<file path="config.mk">
export PLATFORM = sky130hd
export DESIGN_NAME = obj_draw_flat
export DESIGN_NICKNAME = d
export VERILOG_FILES = /design/src/rtl/video_pkg.sv /design/src/rtl/obj_pkg.sv /design/src/rtl/obj_draw_if.sv /design/src/rtl/obj_draw.sv /design/src/flat_wrapper.sv
export SDC_FILE = /design/constraint.sdc
export NUM_CORES = 1
export LEC_CHECK = 0
export ABC_AREA = 1
export BUFFER_PORTS_ARGS = -buffer_cell sky130_fd_sc_hd__buf_2
export CELL_PAD_IN_SITES_DETAIL_PLACEMENT = 0
export CELL_PAD_IN_SITES_GLOBAL_PLACEMENT = 1
export CORE_UTILIZATION = 34
export DETAILED_ROUTE_END_ITERATION = 6
export PLACE_DENSITY_LB_ADDON = 0.1
export SLEW_MARGIN = 15
export SYNTH_ARGS = -nofsm -noshare
export SYNTH_HDL_FRONTEND = slang
export SYNTH_SLANG_ARGS = --single-unit
export TNS_END_PERCENT = 1
</file>
<file path="constraint.sdc">
create_clock -name clk -period 3.4 [get_ports clk]
set_input_delay 0.68 -clock clk [delete_from_list [all_inputs] [get_ports clk]]
set_output_delay 0.68 -clock clk [all_outputs]
set_load 0.02 [all_outputs]
</file>
<file path="src/rtl/video_pkg.sv">
`default_nettype none

package video_pkg;

    // Line buffer spans 512 pixel positions
    localparam int LINE_AW = 9;

    // Color index 0 never reaches the screen
    localparam logic [3:0] TRANSPARENT = 4'd0;

    // Pixel word as stored in the line buffer
    // Palette in the top bits so the mixer can index a CLUT directly
    typedef struct packed {
        logic [5:0] pal;
        logic [1:0] prio;
        logic [3:0] color;
    } pixel_t;

endpackage

`default_nettype wire

</file>
<file path="src/rtl/obj_pkg.sv">
`default_nettype none

package obj_pkg;

    // 64 entries of 4 words each
    localparam int TABLE_AW = 8;

    // Word order inside one table entry
    localparam logic [1:0] WORD_SPAN   = 2'd0;
    localparam logic [1:0] WORD_XPOS   = 2'd1;
    localparam logic [1:0] WORD_OFFSET = 2'd2;
    localparam logic [1:0] WORD_ATTR   = 2'd3;

    // High byte of the span word that closes the list
    localparam logic [7:0] TERM_MARK = 8'hFF;

    // Word 0 seen either as a line span or as a list terminator
    typedef union packed {
        struct packed {
            logic [7:0] bottom;
            logic [7:0] top;
        } span;
        struct packed {
            logic [7:0] mark;
            logic [7:0] rsvd;
        } term;
    } span_u;

    // Word 3
    typedef struct packed {
        logic       hflip;
        logic [1:0] prio;
        logic [5:0] pal;
        logic [3:0] bank;
        logic [2:0] unused;
    } attr_t;

    // One sprite row handed from scanner to drawer
    typedef struct packed {
        logic [8:0]  xpos;
        logic [15:0] row;
        logic [3:0]  bank;
        logic [5:0]  pal;
        logic [1:0]  prio;
        logic        hflip;
    } draw_cmd_t;

endpackage

`default_nettype wire

</file>
<file path="src/rtl/obj_draw_if.sv">
`default_nettype none

interface obj_draw_if;
    import obj_pkg::*;

    // Four-phase request from the scanner
    logic      req;
    // Row fully written into the line buffer
    logic      ack;
    // Held while req or ack is high
    draw_cmd_t cmd;

    modport scanner (
        output req,
        output cmd,
        input  ack
    );

    modport drawer (
        input  req,
        input  cmd,
        output ack
    );

endinterface

`default_nettype wire

</file>
<file path="src/rtl/obj_draw.sv">
`default_nettype none

module obj_draw (
    input  wire                           clk,
    input  wire                           arst_n,
    input  wire                           gfx_ack,
    input  wire [15:0]                    gfx_data,
    output logic                          gfx_req,
    output logic [19:0]                   gfx_addr,
    obj_draw_if.drawer                    cmd,
    output logic                          buf_we,
    output logic [video_pkg::LINE_AW-1:0] buf_addr,
    output video_pkg::pixel_t             buf_data
);
    import video_pkg::*;

    localparam logic [2:0] D_IDLE  = 3'd0;
    localparam logic [2:0] D_WAIT  = 3'd1;
    localparam logic [2:0] D_FETCH = 3'd2;
    localparam logic [2:0] D_WRITE = 3'd3;
    localparam logic [2:0] D_DONE  = 3'd4;

    logic [2:0]  state;
    logic [1:0]  word;
    logic [1:0]  pix;
    logic [15:0] data_q;
    logic [3:0]  n;
    logic [3:0]  col;
    logic [3:0]  color;

    // Pixel index within the 16-wide row
    assign n = {word, pix};
    // Mirrored column is 15 - n
    assign col = cmd.cmd.hflip ? ~n : n;
    // Leftmost pixel sits in the top nibble
    assign color = data_q[15:12];

    // Bank on top of the 16-bit word address
    assign gfx_addr = {cmd.cmd.bank, cmd.cmd.row + {14'd0, word}};

    // Line-buffer write port
    assign buf_we   = (state == D_WRITE) && (color != TRANSPARENT);
    // Wraps at 512
    assign buf_addr = cmd.cmd.xpos + {5'd0, col};
    assign buf_data = '{pal: cmd.cmd.pal, prio: cmd.cmd.prio, color: color};

    always_ff @(posedge clk or negedge arst_n) begin
        if (!arst_n) begin
            state   <= D_IDLE;
            word    <= 2'd0;
            pix     <= 2'd0;
            gfx_req <= 1'b0;
            cmd.ack <= 1'b0;
        end else begin
            case (state)
                D_IDLE: begin
                    if (cmd.req) begin
                        word  <= 2'd0;
                        state <= D_WAIT;
                    end
                end
                // Memory must finish the previous handshake first
                D_WAIT: begin
                    if (!gfx_ack) begin
                        gfx_req <= 1'b1;
                        state   <= D_FETCH;
                    end
                end
                D_FETCH: begin
                    if (gfx_ack) begin
                        gfx_req <= 1'b0;
                        pix     <= 2'd0;
                        state   <= D_WRITE;
                    end
                end
                // One pixel per cycle
                D_WRITE: begin
                    pix <= pix + 2'd1;
                    if (pix == 2'd3) begin
                        if (word == 2'd3) begin
                            cmd.ack <= 1'b1;
                            state   <= D_DONE;
                        end else begin
                            word  <= word + 2'd1;
                            state <= D_WAIT;
                        end
                    end
                end
                D_DONE: begin
                    if (!cmd.req) begin
                        cmd.ack <= 1'b0;
                        state   <= D_IDLE;
                    end
                end
                default: state <= D_IDLE;
            endcase
        end
    end

    // Fetched word, shifted a nibble per written pixel
    always_ff @(posedge clk) begin
        if (state == D_FETCH && gfx_ack) begin
            data_q <= gfx_data;
        end else if (state == D_WRITE) begin
            data_q <= {data_q[11:0], 4'd0};
        end
    end

    // Address held until memory has taken the request
    assert property (@(posedge clk) disable iff (!arst_n)
        gfx_req |=> (!gfx_req || $stable(gfx_addr)));

endmodule

`default_nettype wire

</file>
<file path="src/flat_wrapper.sv">
// flat-port wrapper written by rule: the top's interface ports become plain ports
module obj_draw_flat import video_pkg::*;
  (clk, arst_n, gfx_ack, gfx_data, gfx_req, gfx_addr, buf_we, buf_addr, buf_data, cmd_req, cmd_cmd, cmd_ack);
  obj_draw_if cmd_i ();
  input  wire clk;
  input  wire arst_n;
  input  wire gfx_ack;
  input  wire [15:0] gfx_data;
  output logic gfx_req;
  output logic [19:0] gfx_addr;
  output logic buf_we;
  output logic [video_pkg::LINE_AW-1:0] buf_addr;
  output video_pkg::pixel_t buf_data;
  input wire logic [$bits(cmd_i.req)-1:0] cmd_req;
  input wire logic [$bits(cmd_i.cmd)-1:0] cmd_cmd;
  output wire logic [$bits(cmd_i.ack)-1:0] cmd_ack;
  assign cmd_i.req = cmd_req;
  assign cmd_i.cmd = cmd_cmd;
  assign cmd_ack = cmd_i.ack;
  obj_draw u_core (.clk(clk), .arst_n(arst_n), .gfx_ack(gfx_ack), .gfx_data(gfx_data), .gfx_req(gfx_req), .gfx_addr(gfx_addr), .cmd(cmd_i), .buf_we(buf_we), .buf_addr(buf_addr), .buf_data(buf_data));
endmodule
</file>
# Word level (Yosys, flattened, before mapping)
# Cells that the tools add are included.
# W data, S select, Z words.
[word_totals]
elab_cells = 61
input_bits = 58
out_inout_bits = 44
ff_bits = 25
[classes]
n_mux = 23
n_addsub = 4
eq_ne = 13
bitwise_logic = 1
reduce_logical = 14
[op_table]
columns = ["cell", "n"]
rows = [
  ["$mux W16", 2],
  ["$mux W3", 6],
  ["$add A16 B2 Y16", 1],
  ["$pmux W3 S5", 1],
  ["$ne A2 B2 Y1 const B", 5],
  ["$reduce_bool A2 Y1", 5],
  ["$add A9 B4 Y9", 1],
  ["$mux W2", 4],
  ["$pmux W2 S2", 2],
  ["$reduce_and A4 Y1", 2],
  ["$eq A3 B2 Y1 const B", 2],
  ["$mux W1", 5],
  ["$reduce_and A5 Y1", 1],
  ["$add A2 B1 Y2 const B", 2],
  ["$eq A2 B2 Y1 const B", 2],
  ["$mux W4", 1],
  ["$ne A2 B1 Y1 const B", 2],
  ["$not A4 Y4", 1],
  ["$pmux W1 S2", 2],
  ["$reduce_bool A4 Y1", 1],
  ["$eq A3 B1 Y1 const B", 1],
  ["$eq A3 B3 Y1 const B", 1],
  ["$logic_not A3 Y1", 1],
  ["$reduce_and A3 Y1", 1],
  ["2 further kinds", 3],
]

# Depth between registers and ports, before layout
[logic_depth]
depth_word = 4
mapped_depth = 9
mapped_depth_nobuf = 9

# Least setup slack after synthesis
# Ideal clock, no wire load.
[synth_timing]
kind = "input to output"
from = "input cmd_cmd[0]"
to = "output buf_addr[6] in the netlist's numbering"
required_time_ns = 2.720
setup_slack_ns = 0.567
n_path_buf = 0
path_stages = 7
t_arrival_ns = 2.153
cell_sequence = "xor2_1 > ha_1 > inv_1 > fa_1 > o21ai_1 > nand2_1 > xnor2_1"
[synth_between]
elab_chain_len = 2
[synth_rtl]
columns = ["item", "line_no", "rtl"]
rows = [
  ["start, declared", "flat_wrapper.sv:15", "input wire logic [$bits(cmd_i.cmd)-1:0] cmd_cmd;"],
  ["$mux W4", "obj_draw.sv:34", "assign col = cmd.cmd.hflip ? ~n : n;"],
  ["$add A9 B4 Y9", "obj_draw.sv:44", "assign buf_addr = cmd.cmd.xpos + {5'd0, col};"],
  ["end, declared", "flat_wrapper.sv:12", "output logic [video_pkg::LINE_AW-1:0] buf_addr;"],
]
# Every way passes these cells.

# Final worst setup path
# Same ends and word-level chain as after synthesis.

==> run metrics <==
status=finished, final reports clean; dpl cells=404; sequential cell area=706 µm²; Worst path depth=9; Die Width=78.8 µm; Crit path buffers/inverters=3; Core ar.=5610 µm²; min-delay worst type=input port to async pin; flops & latches, synth=25; CP peak stage delay=400 ps; skew final=5.98 ps; CTS root buf=clkbuf_8; Worst path slowest cell=fa_1; via count=1830; crit path launch type=input port; # Post-CTS Setup Buffers=0; Final Hold Viols=0; Tmin final=3010 ps; First-pass DRT Iterations=4; most frequent CP cell=buf_2; most common cell after layout, fill and taps aside=nand2_1; Routed Antenna Nets=0; relative slew slack=51.9%; TritonCTS Buffers=3; IO Count=102; setup ws final=391 ps; reg-to-reg critical path endpoint=u_core.data_q[4]; Clock Sinks=25; Netlist Area Pre-Place=2010 µm²; Sw Share=46.2%; Psw=0.804 mW; Die Y=78.8 µm; number of cell rows=27; library cells used by synthesis=26; drt wl/cell=10.3 µm; critical path type=input port to output port; Post-Route WL=4220 µm; hold buffer count at cts=0; FILL cells=639; post-synthesis sequential area ratio=35.2%; WP data arrival=2330 ps; final std cells w/o fill=408; area taken by multi-input logic gates=1020 µm²; register-to-register setup slack=1260 ps; synthesis-to-finish area growth=19.2%; Vias/cell=4.49; proportion of power drawn by combinational gates=54.1%; Setup TNS=0 ps; Reg power frac=35.1%; pre-CTS WS=362 ps; # diodes=0; Int Power=0.934 mW; Final GP Congestion=0.829; CTS tree=done; synth warn=0; worst vdd ir=0.000390 V; Synth Area per Inst=7.35 µm²; largest net degree at the start of global routing=20; worst skew pair latency=270 ps; initial core utilization=35.8%; period utilisation layout=88.5%; Max Freq=332 MHz; ordered list of cells on the worst path=buf_2 -> xor2_1 -> ha_1 -> inv_1 -> fa_1 -> o21ai_1 -> nand2_1 -> xnor2_1 -> buf_2; global-route wire length before repair=7120 µm; hpwl dp=3370 µm; clock group share of total power=10.8%; PD cells=727 nW/µm²; DR iter-0 viols=29; NumNets Final=405; CTS Buffer Depth=2; Max-cap violations=0; clock transition at the registers of the reported paths=90 ps; RSZ-0062 raised after global routing=false; Worst Path Required=2720 ps; Static Leakage=1.31 nW; initial antenna violation count=0; syn nets=341; fin util=42.7%; Critical R2R Launch=u_core.state[2]; final slew viol count=0; commonest non-fill, non-tap cells in the layout=nand2_1, buf_2, inv_1, nand3_1, nor2_1; Die Area=6210 µm²; GR Overflow Total=0; Crit. End Element=output port; port bufs=77; CP Max Fanout=4; cts repair resizes=0; Tightest Pin Transition=719 ps; H-tree levels=1; vias in the first global route=1678; Mapped Cells=273; # setup viols final=0; layout cells sized above 1=26.8%; crit-path leading delay family=adder cells; R2R depth=5; Residual DRC=0; GRT Util Overall=14.1%
## metal layers
layer  wire (µm)  vias to the layer above  track usage, %
met4          25                        0            4.18
met3         272                        4            1.49
li1            -                      973               -
met5           0                        -               0
met1        1970                      795            18.6
met2        1950                       58            24.3
## power groups by stage
stage                     clock (mW)  combinational, mW  sequential, mW
after floorplan                    0              0.752           0.606
after global placement             0              0.949           0.617
after detailed placement           0              0.954           0.621
after CTS                      0.192              0.956           0.614
after global routing           0.200               1.08           0.633
final                          0.188              0.940           0.610
## final cells by class
cell class              instances  share of cell area, %
clock buffers                   3                   1.73
clock inverters                 1                  0.314
inverters                      36                   5.75
multi-input cells             194                   42.8
flip-flops and latches         25                   29.5
well taps                      72                   3.77
repair buffers                 77                   16.1
## cell usage after synthesis, drive strengths merged
cell type	count	area, µm²
nand3b	1	7.51
o21ai	6	30.0
nand2	97	367
ha	8	100
fa	2	40.0
inv	36	138
xnor2	9	78.8
or3	1	6.26
o21bai	2	15.0
nand4	5	31.3
nor3	1	5.00
buf	18	139
edfxtp	16	480
nor2	24	113
xor2	10	87.6
a21oi	5	28.8
dfrtp	9	225
nand3	23	115
## per-stage QoR
| stage | hold slack (ps) | power, mW | cell area, µm² |
|---|---|---|---|
| floorplan | 384 | 1.36 | 2010 |
| global placement | 472 | 1.57 | 2340 |
| detailed placement | 474 | 1.58 | 2340 |
| CTS | 248 | 1.76 | 2390 |
| global route | 260 | 1.92 | 2390 |
| finish | 244 | 1.74 | 2390 |
## sequential cells by signal (all words and copies together), names as in the netlist
signal	cells
u_core.cmd.ack	1
u_core.data_q	16
u_core.gfx_req	1
u_core.pix	2
u_core.state	3
u_core.word	2
## worst max-delay path by stage
| stage | start | slack, ps | to |
|---|---|---|---|
| after floorplan | cmd_cmd[0] | 570 | buf_addr[6] |
| after global placement | cmd_cmd[0] | 430 | buf_addr[6] |
| after detailed placement | cmd_cmd[0] | 360 | buf_addr[6] |
| after CTS | cmd_cmd[0] | 360 | buf_addr[6] |
| after global routing | cmd_cmd[0] | 240 | buf_addr[6] |
| final | cmd_cmd[0] | 390 | buf_addr[6] |
## kinds of logic (layout without fill, tap and decap cells)
kind of cell    Yosys count  in the layout  synth area share [%]
compound gates           13             13                  3.68
xor+xnor                 19             19                  8.29
fa+ha+maj                10             10                  6.98
buf+inv                  54            117                  13.8
flops                    25             25                  35.2
simple gates            152            152                  32.1
## worst reg2reg max path, delay by kind of cell (launching register included)
kind	cells	cell delay (ps)
and+or+nand+nor	4	1140
DFF	1	470
buffers and inverters	1	180
No activity file was read; power rests on OpenSTA's default activity.
