--- src/rtl/obj_pkg.sv ---
`default_nettype none

package obj_pkg;

    // 64 entries of 4 words each
    localparam int TABLE_AW = 8;

    // Word order inside one table entry
    localparam logic [1:0] WORD_SPAN   = 2'd0;
    localparam logic [1:0] WORD_XPOS   = 2'd1;
    localparam logic [1:0] WORD_OFFSET = 2'd2;
    localparam logic [1:0] WORD_ATTR   = 2'd3;

    // High byte of the span word that closes the list
    localparam logic [7:0] TERM_MARK = 8'hFF;

    // Word 0 seen either as a line span or as a list terminator
    typedef union packed {
        struct packed {
            logic [7:0] bottom;
            logic [7:0] top;
        } span;
        struct packed {
            logic [7:0] mark;
            logic [7:0] rsvd;
        } term;
    } span_u;

    // Word 3
    typedef struct packed {
        logic       hflip;
        logic [1:0] prio;
        logic [5:0] pal;
        logic [3:0] bank;
        logic [2:0] unused;
    } attr_t;

    // One sprite row handed from scanner to drawer
    typedef struct packed {
        logic [8:0]  xpos;
        logic [15:0] row;
        logic [3:0]  bank;
        logic [5:0]  pal;
        logic [1:0]  prio;
        logic        hflip;
    } draw_cmd_t;

endpackage

`default_nettype wire

--- src/rtl/obj_draw_if.sv ---
`default_nettype none

interface obj_draw_if;
    import obj_pkg::*;

    // Four-phase request from the scanner
    logic      req;
    // Row fully written into the line buffer
    logic      ack;
    // Held while req or ack is high
    draw_cmd_t cmd;

    modport scanner (
        output req,
        output cmd,
        input  ack
    );

    modport drawer (
        input  req,
        input  cmd,
        output ack
    );

endinterface

`default_nettype wire

--- src/rtl/obj_scan.sv ---
`default_nettype none

module obj_scan (
    input  wire                          clk,
    input  wire                          arst_n,
    input  wire                          hstart,
    input  wire [8:0]                    vrender,
    input  wire [15:0]                   tbl_dout,
    output logic [obj_pkg::TABLE_AW-1:0] tbl_addr,
    obj_draw_if.scanner                  draw
);
    import obj_pkg::*;

    localparam int IDX_W = TABLE_AW - 2;

    localparam logic [2:0] S_IDLE = 3'd0;
    localparam logic [2:0] S_ADDR = 3'd1;
    localparam logic [2:0] S_DATA = 3'd2;
    localparam logic [2:0] S_REQ  = 3'd3;
    localparam logic [2:0] S_ACK  = 3'd4;

    logic [2:0]       state;
    logic [IDX_W-1:0] idx;
    logic [1:0]       wsel;
    logic [8:0]       line;
    logic [8:0]       rel;
    span_u            span;
    attr_t            attr;
    logic             start;
    logic             hit;
    logic             last;

    // Same table word, two views
    assign span = tbl_dout;
    assign attr = tbl_dout;

    assign tbl_addr = {idx, wsel};
    // hstart only counts while idle
    assign start = (state == S_IDLE) && hstart;
    // Bottom line is exclusive
    assign hit = ({1'b0, span.span.top} <= line) && (line < {1'b0, span.span.bottom});
    assign last = &idx;

    always_ff @(posedge clk or negedge arst_n) begin
        if (!arst_n) begin
            state    <= S_IDLE;
            idx      <= '0;
            wsel     <= WORD_SPAN;
            draw.req <= 1'b0;
        end else begin
            case (state)
                S_IDLE: begin
                    if (start) begin
                        idx   <= '0;
                        wsel  <= WORD_SPAN;
                        state <= S_ADDR;
                    end
                end
                // Table read latency
                S_ADDR: state <= S_DATA;
                S_DATA: begin
                    case (wsel)
                        WORD_SPAN: begin
                            if (span.term.mark == TERM_MARK) begin
                                state <= S_IDLE;
                            end else if (hit) begin
                                wsel  <= WORD_XPOS;
                                state <= S_ADDR;
                            end else if (last) begin
                                state <= S_IDLE;
                            end else begin
                                idx   <= idx + 1'b1;
                                state <= S_ADDR;
                            end
                        end
                        // Command complete once attributes are in
                        WORD_ATTR: begin
                            draw.req <= 1'b1;
                            state    <= S_REQ;
                        end
                        default: begin
                            wsel  <= wsel + 2'd1;
                            state <= S_ADDR;
                        end
                    endcase
                end
                S_REQ: begin
                    if (draw.ack) begin
                        draw.req <= 1'b0;
                        state    <= S_ACK;
                    end
                end
                // Drawer must release ack before cmd moves
                S_ACK: begin
                    if (!draw.ack) begin
                        wsel <= WORD_SPAN;
                        if (last) begin
                            state <= S_IDLE;
                        end else begin
                            idx   <= idx + 1'b1;
                            state <= S_ADDR;
                        end
                    end
                end
                default: state <= S_IDLE;
            endcase
        end
    end

    // Command fields, loaded word by word
    always_ff @(posedge clk) begin
        if (start) begin
            line <= vrender + 9'd1;
        end
        if (state == S_DATA) begin
            case (wsel)
                WORD_SPAN:   rel <= line - {1'b0, span.span.top};
                WORD_XPOS:   draw.cmd.xpos <= tbl_dout[8:0];
                // Four graphics words per sprite row
                WORD_OFFSET: draw.cmd.row <= tbl_dout + {5'd0, rel, 2'b00};
                default: begin
                    draw.cmd.bank  <= attr.bank;
                    draw.cmd.pal   <= attr.pal;
                    draw.cmd.prio  <= attr.prio;
                    draw.cmd.hflip <= attr.hflip;
                end
            endcase
        end
    end

    // Drawer sees a steady command for the whole request
    assert property (@(posedge clk) disable iff (!arst_n)
        draw.req |=> (!draw.req || $stable(draw.cmd)));

endmodule

`default_nettype wire

--- src/flat_wrapper.sv ---
// flat-port wrapper written by rule: the top's interface ports become plain ports
module obj_scan_flat import obj_pkg::*;
  (clk, arst_n, hstart, vrender, tbl_dout, tbl_addr, draw_req, draw_cmd, draw_ack);
  obj_draw_if draw_i ();
  input  wire clk;
  input  wire arst_n;
  input  wire hstart;
  input  wire [8:0] vrender;
  input  wire [15:0] tbl_dout;
  output logic [obj_pkg::TABLE_AW-1:0] tbl_addr;
  output wire logic [$bits(draw_i.req)-1:0] draw_req;
  output wire logic [$bits(draw_i.cmd)-1:0] draw_cmd;
  input wire logic [$bits(draw_i.ack)-1:0] draw_ack;
  assign draw_req = draw_i.req;
  assign draw_cmd = draw_i.cmd;
  assign draw_i.ack = draw_ack;
  obj_scan u_core (.clk(clk), .arst_n(arst_n), .hstart(hstart), .vrender(vrender), .tbl_dout(tbl_dout), .tbl_addr(tbl_addr), .draw(draw_i));
endmodule
--- config.mk ---
export PLATFORM = sky130hd
export DESIGN_NAME = obj_scan_flat
export DESIGN_NICKNAME = d
export VERILOG_FILES = /design/src/rtl/obj_pkg.sv /design/src/rtl/obj_draw_if.sv /design/src/rtl/obj_scan.sv /design/src/flat_wrapper.sv
export SDC_FILE = /design/constraint.sdc
export NUM_CORES = 1
export LEC_CHECK = 0
export ABC_AREA = 0
export BUFFER_PORTS_ARGS = -buffer_cell sky130_fd_sc_hd__clkbuf_2
export CELL_PAD_IN_SITES_DETAIL_PLACEMENT = 1
export CELL_PAD_IN_SITES_GLOBAL_PLACEMENT = 2
export CORE_ASPECT_RATIO = 1.25
export CORE_UTILIZATION = 38
export DETAILED_ROUTE_END_ITERATION = 6
export GPL_ROUTABILITY_DRIVEN = 0
export PLACE_DENSITY = 0.83
export SYNTH_ARGS = -nofsm -noshare
export SYNTH_HDL_FRONTEND = slang
export SYNTH_SLANG_ARGS = --single-unit
export TNS_END_PERCENT = 30
--- constraint.sdc ---
create_clock -name clk -period 6.07 [get_ports clk]
set_input_delay 1.821 -clock clk [delete_from_list [all_inputs] [get_ports clk]]
set_output_delay 1.821 -clock clk [all_outputs]
set_load 0.005 [all_outputs]
* Word-level counts from Yosys, hierarchy flattened
Index checks and enable logic that the tools add are counted.
Storage, ports and cells: register bits after elaboration 68, bits of input ports 29, output and inout port bits 47, logic and storage cells 78
Operators by class: $add $sub $neg 5, $lt $le $gt $ge 2, equal/unequal tests 18, multiplexer cells 24, bitwise operators 1, reductions and logical operators 16
Operators with widths (count):
- 6-bit 2-to-1 mux | 6
- 6-bit one-hot mux with 3 select lines | 1
- 6-bit AND reduction | 3
- 16-bit by 11-bit adder with 16-bit output | 1
- 3-bit 2-to-1 mux | 5
- 3-bit one-hot mux with 5 select lines | 1
- 2-bit != test, second input constant | 7
- 9-bit by 1-bit adder with 9-bit output, second input constant | 1
- 8-bit by 9-bit less-or-equal comparator with 1-bit output | 1
- 9-bit by 8-bit < comparator with 1-bit output | 1
- 9-bit by 8-bit subtractor with 9-bit output | 1
- 8-bit equality test, second input constant | 1
- 2-bit 2-to-1 mux | 4
- 2-bit AND reduction | 4
- 6-bit by 1-bit adder with 6-bit output, second input constant | 1
- 3-bit by 2-bit equality test with 1-bit output, second input constant | 2
- 2-bit one-hot mux with 3 select lines | 1
- 3-bit one-hot mux with 2 select lines | 1
- 3-bit AND reduction | 2
- 2-bit equality test, second input constant | 2
- 2-bit one-hot mux with 2 select lines | 1
- 3-bit by 1-bit equality test with 1-bit output, second input constant | 1
- 3-bit equality test, second input constant | 1
- 3-bit zero test | 1
- other kinds (13) | 16

* Depth between registers and ports, before layout
depth after elaboration 6, mapped depth 9, mapped depth without buffers 9

* Worst setup path before layout
No wires, ideal clock.
path kind input to register, start input tbl_dout[2], end register u_core.draw.cmd[27] (netlist name), setup time 136 ps, arrival time 3465 ps, required time 5934 ps, setup slack 2470 ps, stages on the path 9, path buffers 0, path through ha_1 inv_1 fa_1 nor2b_1 o21ai_0 a21boi_0 o211ai_1 a2111o_1 nand3_1
On the way: cells in the longest elaborated chain, start to end 1
Ends and longest elaborated chain:
- start, declared | RTL line flat_wrapper.sv:9 | input wire [15:0] tbl_dout;
- 16-bit by 11-bit adder with 16-bit output | RTL line obj_scan.sv:120 | WORD_OFFSET: draw.cmd.row <= tbl_dout + {5'd0, rel, 2'b00};
No other way between the ends. A chain may end at the register's enable or synchronous reset.

* Worst setup path in the final report
start input tbl_dout[2], end register u_core.draw.cmd[27] (netlist name)
On the way: cells in the longest elaborated chain, start to end 1
Ends and longest elaborated chain (RTL line):
- 16-bit by 11-bit adder with 16-bit output | obj_scan.sv:120
No other way between the ends.

==> impl_metrics.tcl <==
set metrics [dict create \
    status "complete, no violations" \
    critPathCaptureType "register" \
    antenna_found_initial 0 \
    skew_ns 0.00915 \
    yosysMostFrequentCell "edfxtp_1" \
    synth_edf_count 56 \
    worstPathCellList "clkbuf_2 -> ha_1 -> inv_1 -> fa_1 -> nor2b_1 -> o21ai_0 -> a21boi_0 -> o211ai_1 -> a2111o_1 -> nand3_1" \
    synth.area.top_cells "edfxtp_1 44%, ha_1 10%, dfrtp_1 7.8%" \
    power_density_nw_per_um2 370 \
    num_rows 40 \
    yosysWarnings 0 \
    cp_max_fo 4 \
    arrival_ns 4.00 \
    crit_buf_inv 2 \
    crit_slowest_cell "a2111o_1" \
    drt_iter0_drc 78 \
    die_w_um 91.9 \
    grt_overflow 0 \
    synthCells 342 \
    drt-wirelength-per-cell_um 16.3 \
    die-area_um2 10500 \
    worstPathRequired_ns 6.26 \
    place_inst 538 \
    synth_area_um2 3840 \
    relSlewSlack 0.450 \
    clk_pin_slew_worst_paths_ns 0.05 \
    yosysUniqueCellTypes 55 \
    cts_tree "done" \
    drive_above_1_share 0.222 \
    ant_nets 0 \
    rsz0062_at_grt "no" \
    grt_max_degree 19 \
    final-hold-violation-count 0 \
    port_buffers 75 \
    dr.pass1.iters 4 \
    post_cts_buffers 0 \
    vias_per_cell 5.23 \
    die_h_um 114 \
    setup_viol 0 \
    fin_crit_sh 0.627 \
    cts_root_buf "clkbuf_16" \
    ir_drop_uv 155 \
    fin_crit_ns 3.81 \
    critPathMaxStageDelay_ns 0.43 \
    tightestPinTransition_ns 0.824 \
    synth_top_area_cell "edfxtp_1" \
    p_leak_nw 1.94 \
    cap_violations 0 \
    synth_common_cells "56 x edfxtp_1, 33 x inv_1, 31 x ha_1" \
    insertedDiodeCount 0 \
    grt_pass1_vias 3047 \
    core_area_um2 9710 \
    syn_area_per_cell_um2 11.2 \
    drc 0 \
    critPathTopFamily "compound AO/OA/AOI/OAI gates" \
    post_cts_resized 0 \
    totalWireLength_mm 9.02 \
    initial_utilization 0.395 \
    synth-seq-area-share 0.516 \
    dp_hpwl_mm 6.86 \
    startpoint_type "primary input" \
    maxSlewViolCount 0 \
    yosysTopAreaCellShare 0.438 \
    clk_latency_ns 0.33 \
    fillers 1087 \
    postCtsHoldBufs 0 \
    num_io_pins 76 \
    finalSetupTns_ns 0 \
    ys.flop_type "edfxtp_1" \
    num_vias 2898 \
    grt_pass1_wl_mm 14.6 \
    final_nets 485 \
    synth-seq-cells 68 \
    cts_sinks 68 \
    instances_no_fill 554 \
    cts_max_level 3 \
    fmax_mhz 263 \
    syn2layout_area_growth_pct 20.6 \
    hp-class "reg2reg" \
    numCtsBuffers 9 \
    cts_buffer_depth 2 \
    async_flop_share 0.176 \
    critPathKind "in2reg" \
    track_usage 0.182 \
    syn-num-nets 404 \
]
-- area by class of cell --
type,instances,area [um2],area share
timing repair buffer,75,375,0.0811
sequential,68,1980,0.428
clock buffer,14,254,0.0549
multi-input combinational,236,1700,0.367
tap,126,158,0.0341
inverter,33,124,0.0268
clock inverter,2,35.0,0.00757
-- sequential cells by signal (all words and copies together), names as in the netlist --
| name | cells |
|---|---|
| u_core.draw.cmd | 38 |
| u_core.draw.req | 1 |
| u_core.idx | 6 |
| u_core.line | 9 |
| u_core.rel | 9 |
| u_core.state | 3 |
| u_core.wsel | 2 |
-- power by group --
group          switching, W  internal, W
registers         0.0000754     0.000606
logic              0.000305     0.000211
clock network      0.000185     0.000329
total              0.000565      0.00115
-- cells by family after synthesis --
kind of cell    after synthesis  share of synthesized area
buf+inv                      38                     0.0404
compound gates               77                      0.138
simple gates                102                      0.139
xor+xnor                     24                     0.0548
flops                        68                      0.516
fa+ha+maj                    33                      0.112
-- routing by layer --
layer,global-route usage,vias up,routed length [um]
met5,0,-,0
met4,0.0698,0,220
met3,0.0352,15,268
met2,0.338,62,4910
met1,0.203,1402,3620
li1,-,1419,-
-- final timing paths --
| kind | start | endpoint | slack (ns) | cells after the start |
|---|---|---|---|---|
| setup / recovery | tbl_dout[2] | u_core.draw.cmd[27]$_DFFE_PP_ | 2.26 | 10 |
| hold / removal | u_core.rel[0]$_DFFE_PP_ | u_core.draw.cmd[15]$_DFFE_PP_ | 0.54 | 1 |
| setup reg to reg | u_core.rel[0]$_DFFE_PP_ | u_core.draw.cmd[27]$_DFFE_PP_ | 3.55 | 9 |
| hold reg to reg | u_core.rel[0]$_DFFE_PP_ | u_core.draw.cmd[15]$_DFFE_PP_ | 0.54 | 1 |
| max in group asynchronous | arst_n | u_core.state[1]$_DFFE_PN0P_ | 4.44 | 1 |
| min in group asynchronous | arst_n | u_core.idx[3]$_DFFE_PN0P_ | 1.39 | 1 |
-- metrics by stage --
stage	hold WS [ns]	cell area, um2	worst slack (ns)	utilization	total power, W
after CTS	0.544	4630	2.25	0.477	0.00172
after global placement	0.512	4340	2.10	0.447	0.00119
final	0.544	4630	2.26	0.477	0.00171
after floorplan	0.513	3840	2.47	-	0.00105
after detailed placement	0.532	4340	2.02	0.447	0.00121
after global routing	0.553	4630	2.10	0.477	0.00182
-- cell usage in the layout (no fill, tap or decap), types with 2 or more instances in the layout --
cell	n
a21boi_0	2
nor2_1	23
xor2_1	6
o211ai_1	4
edfxtp_1	56
nor3b_1	2
clkbuf_16	9
o21a_1	3
dfrtp_1	12
a21o_1	4
fa_1	2
or4_1	2
a31oi_1	5
nand4_1	8
nor3_1	8
o21ai_0	22
xnor2_1	18
a211oi_1	3
inv_1	33
and2_1	3
nand2_1	23
or2_2	2
clkbuf_2	75
a211o_1	2
clkbuf_1	4
ha_1	31
a21oi_1	15
nand3_1	8
o41ai_1	2
o31ai_1	3
and3_1	7
nor2b_1	6
No activity file was read; power rests on OpenSTA's default activity.
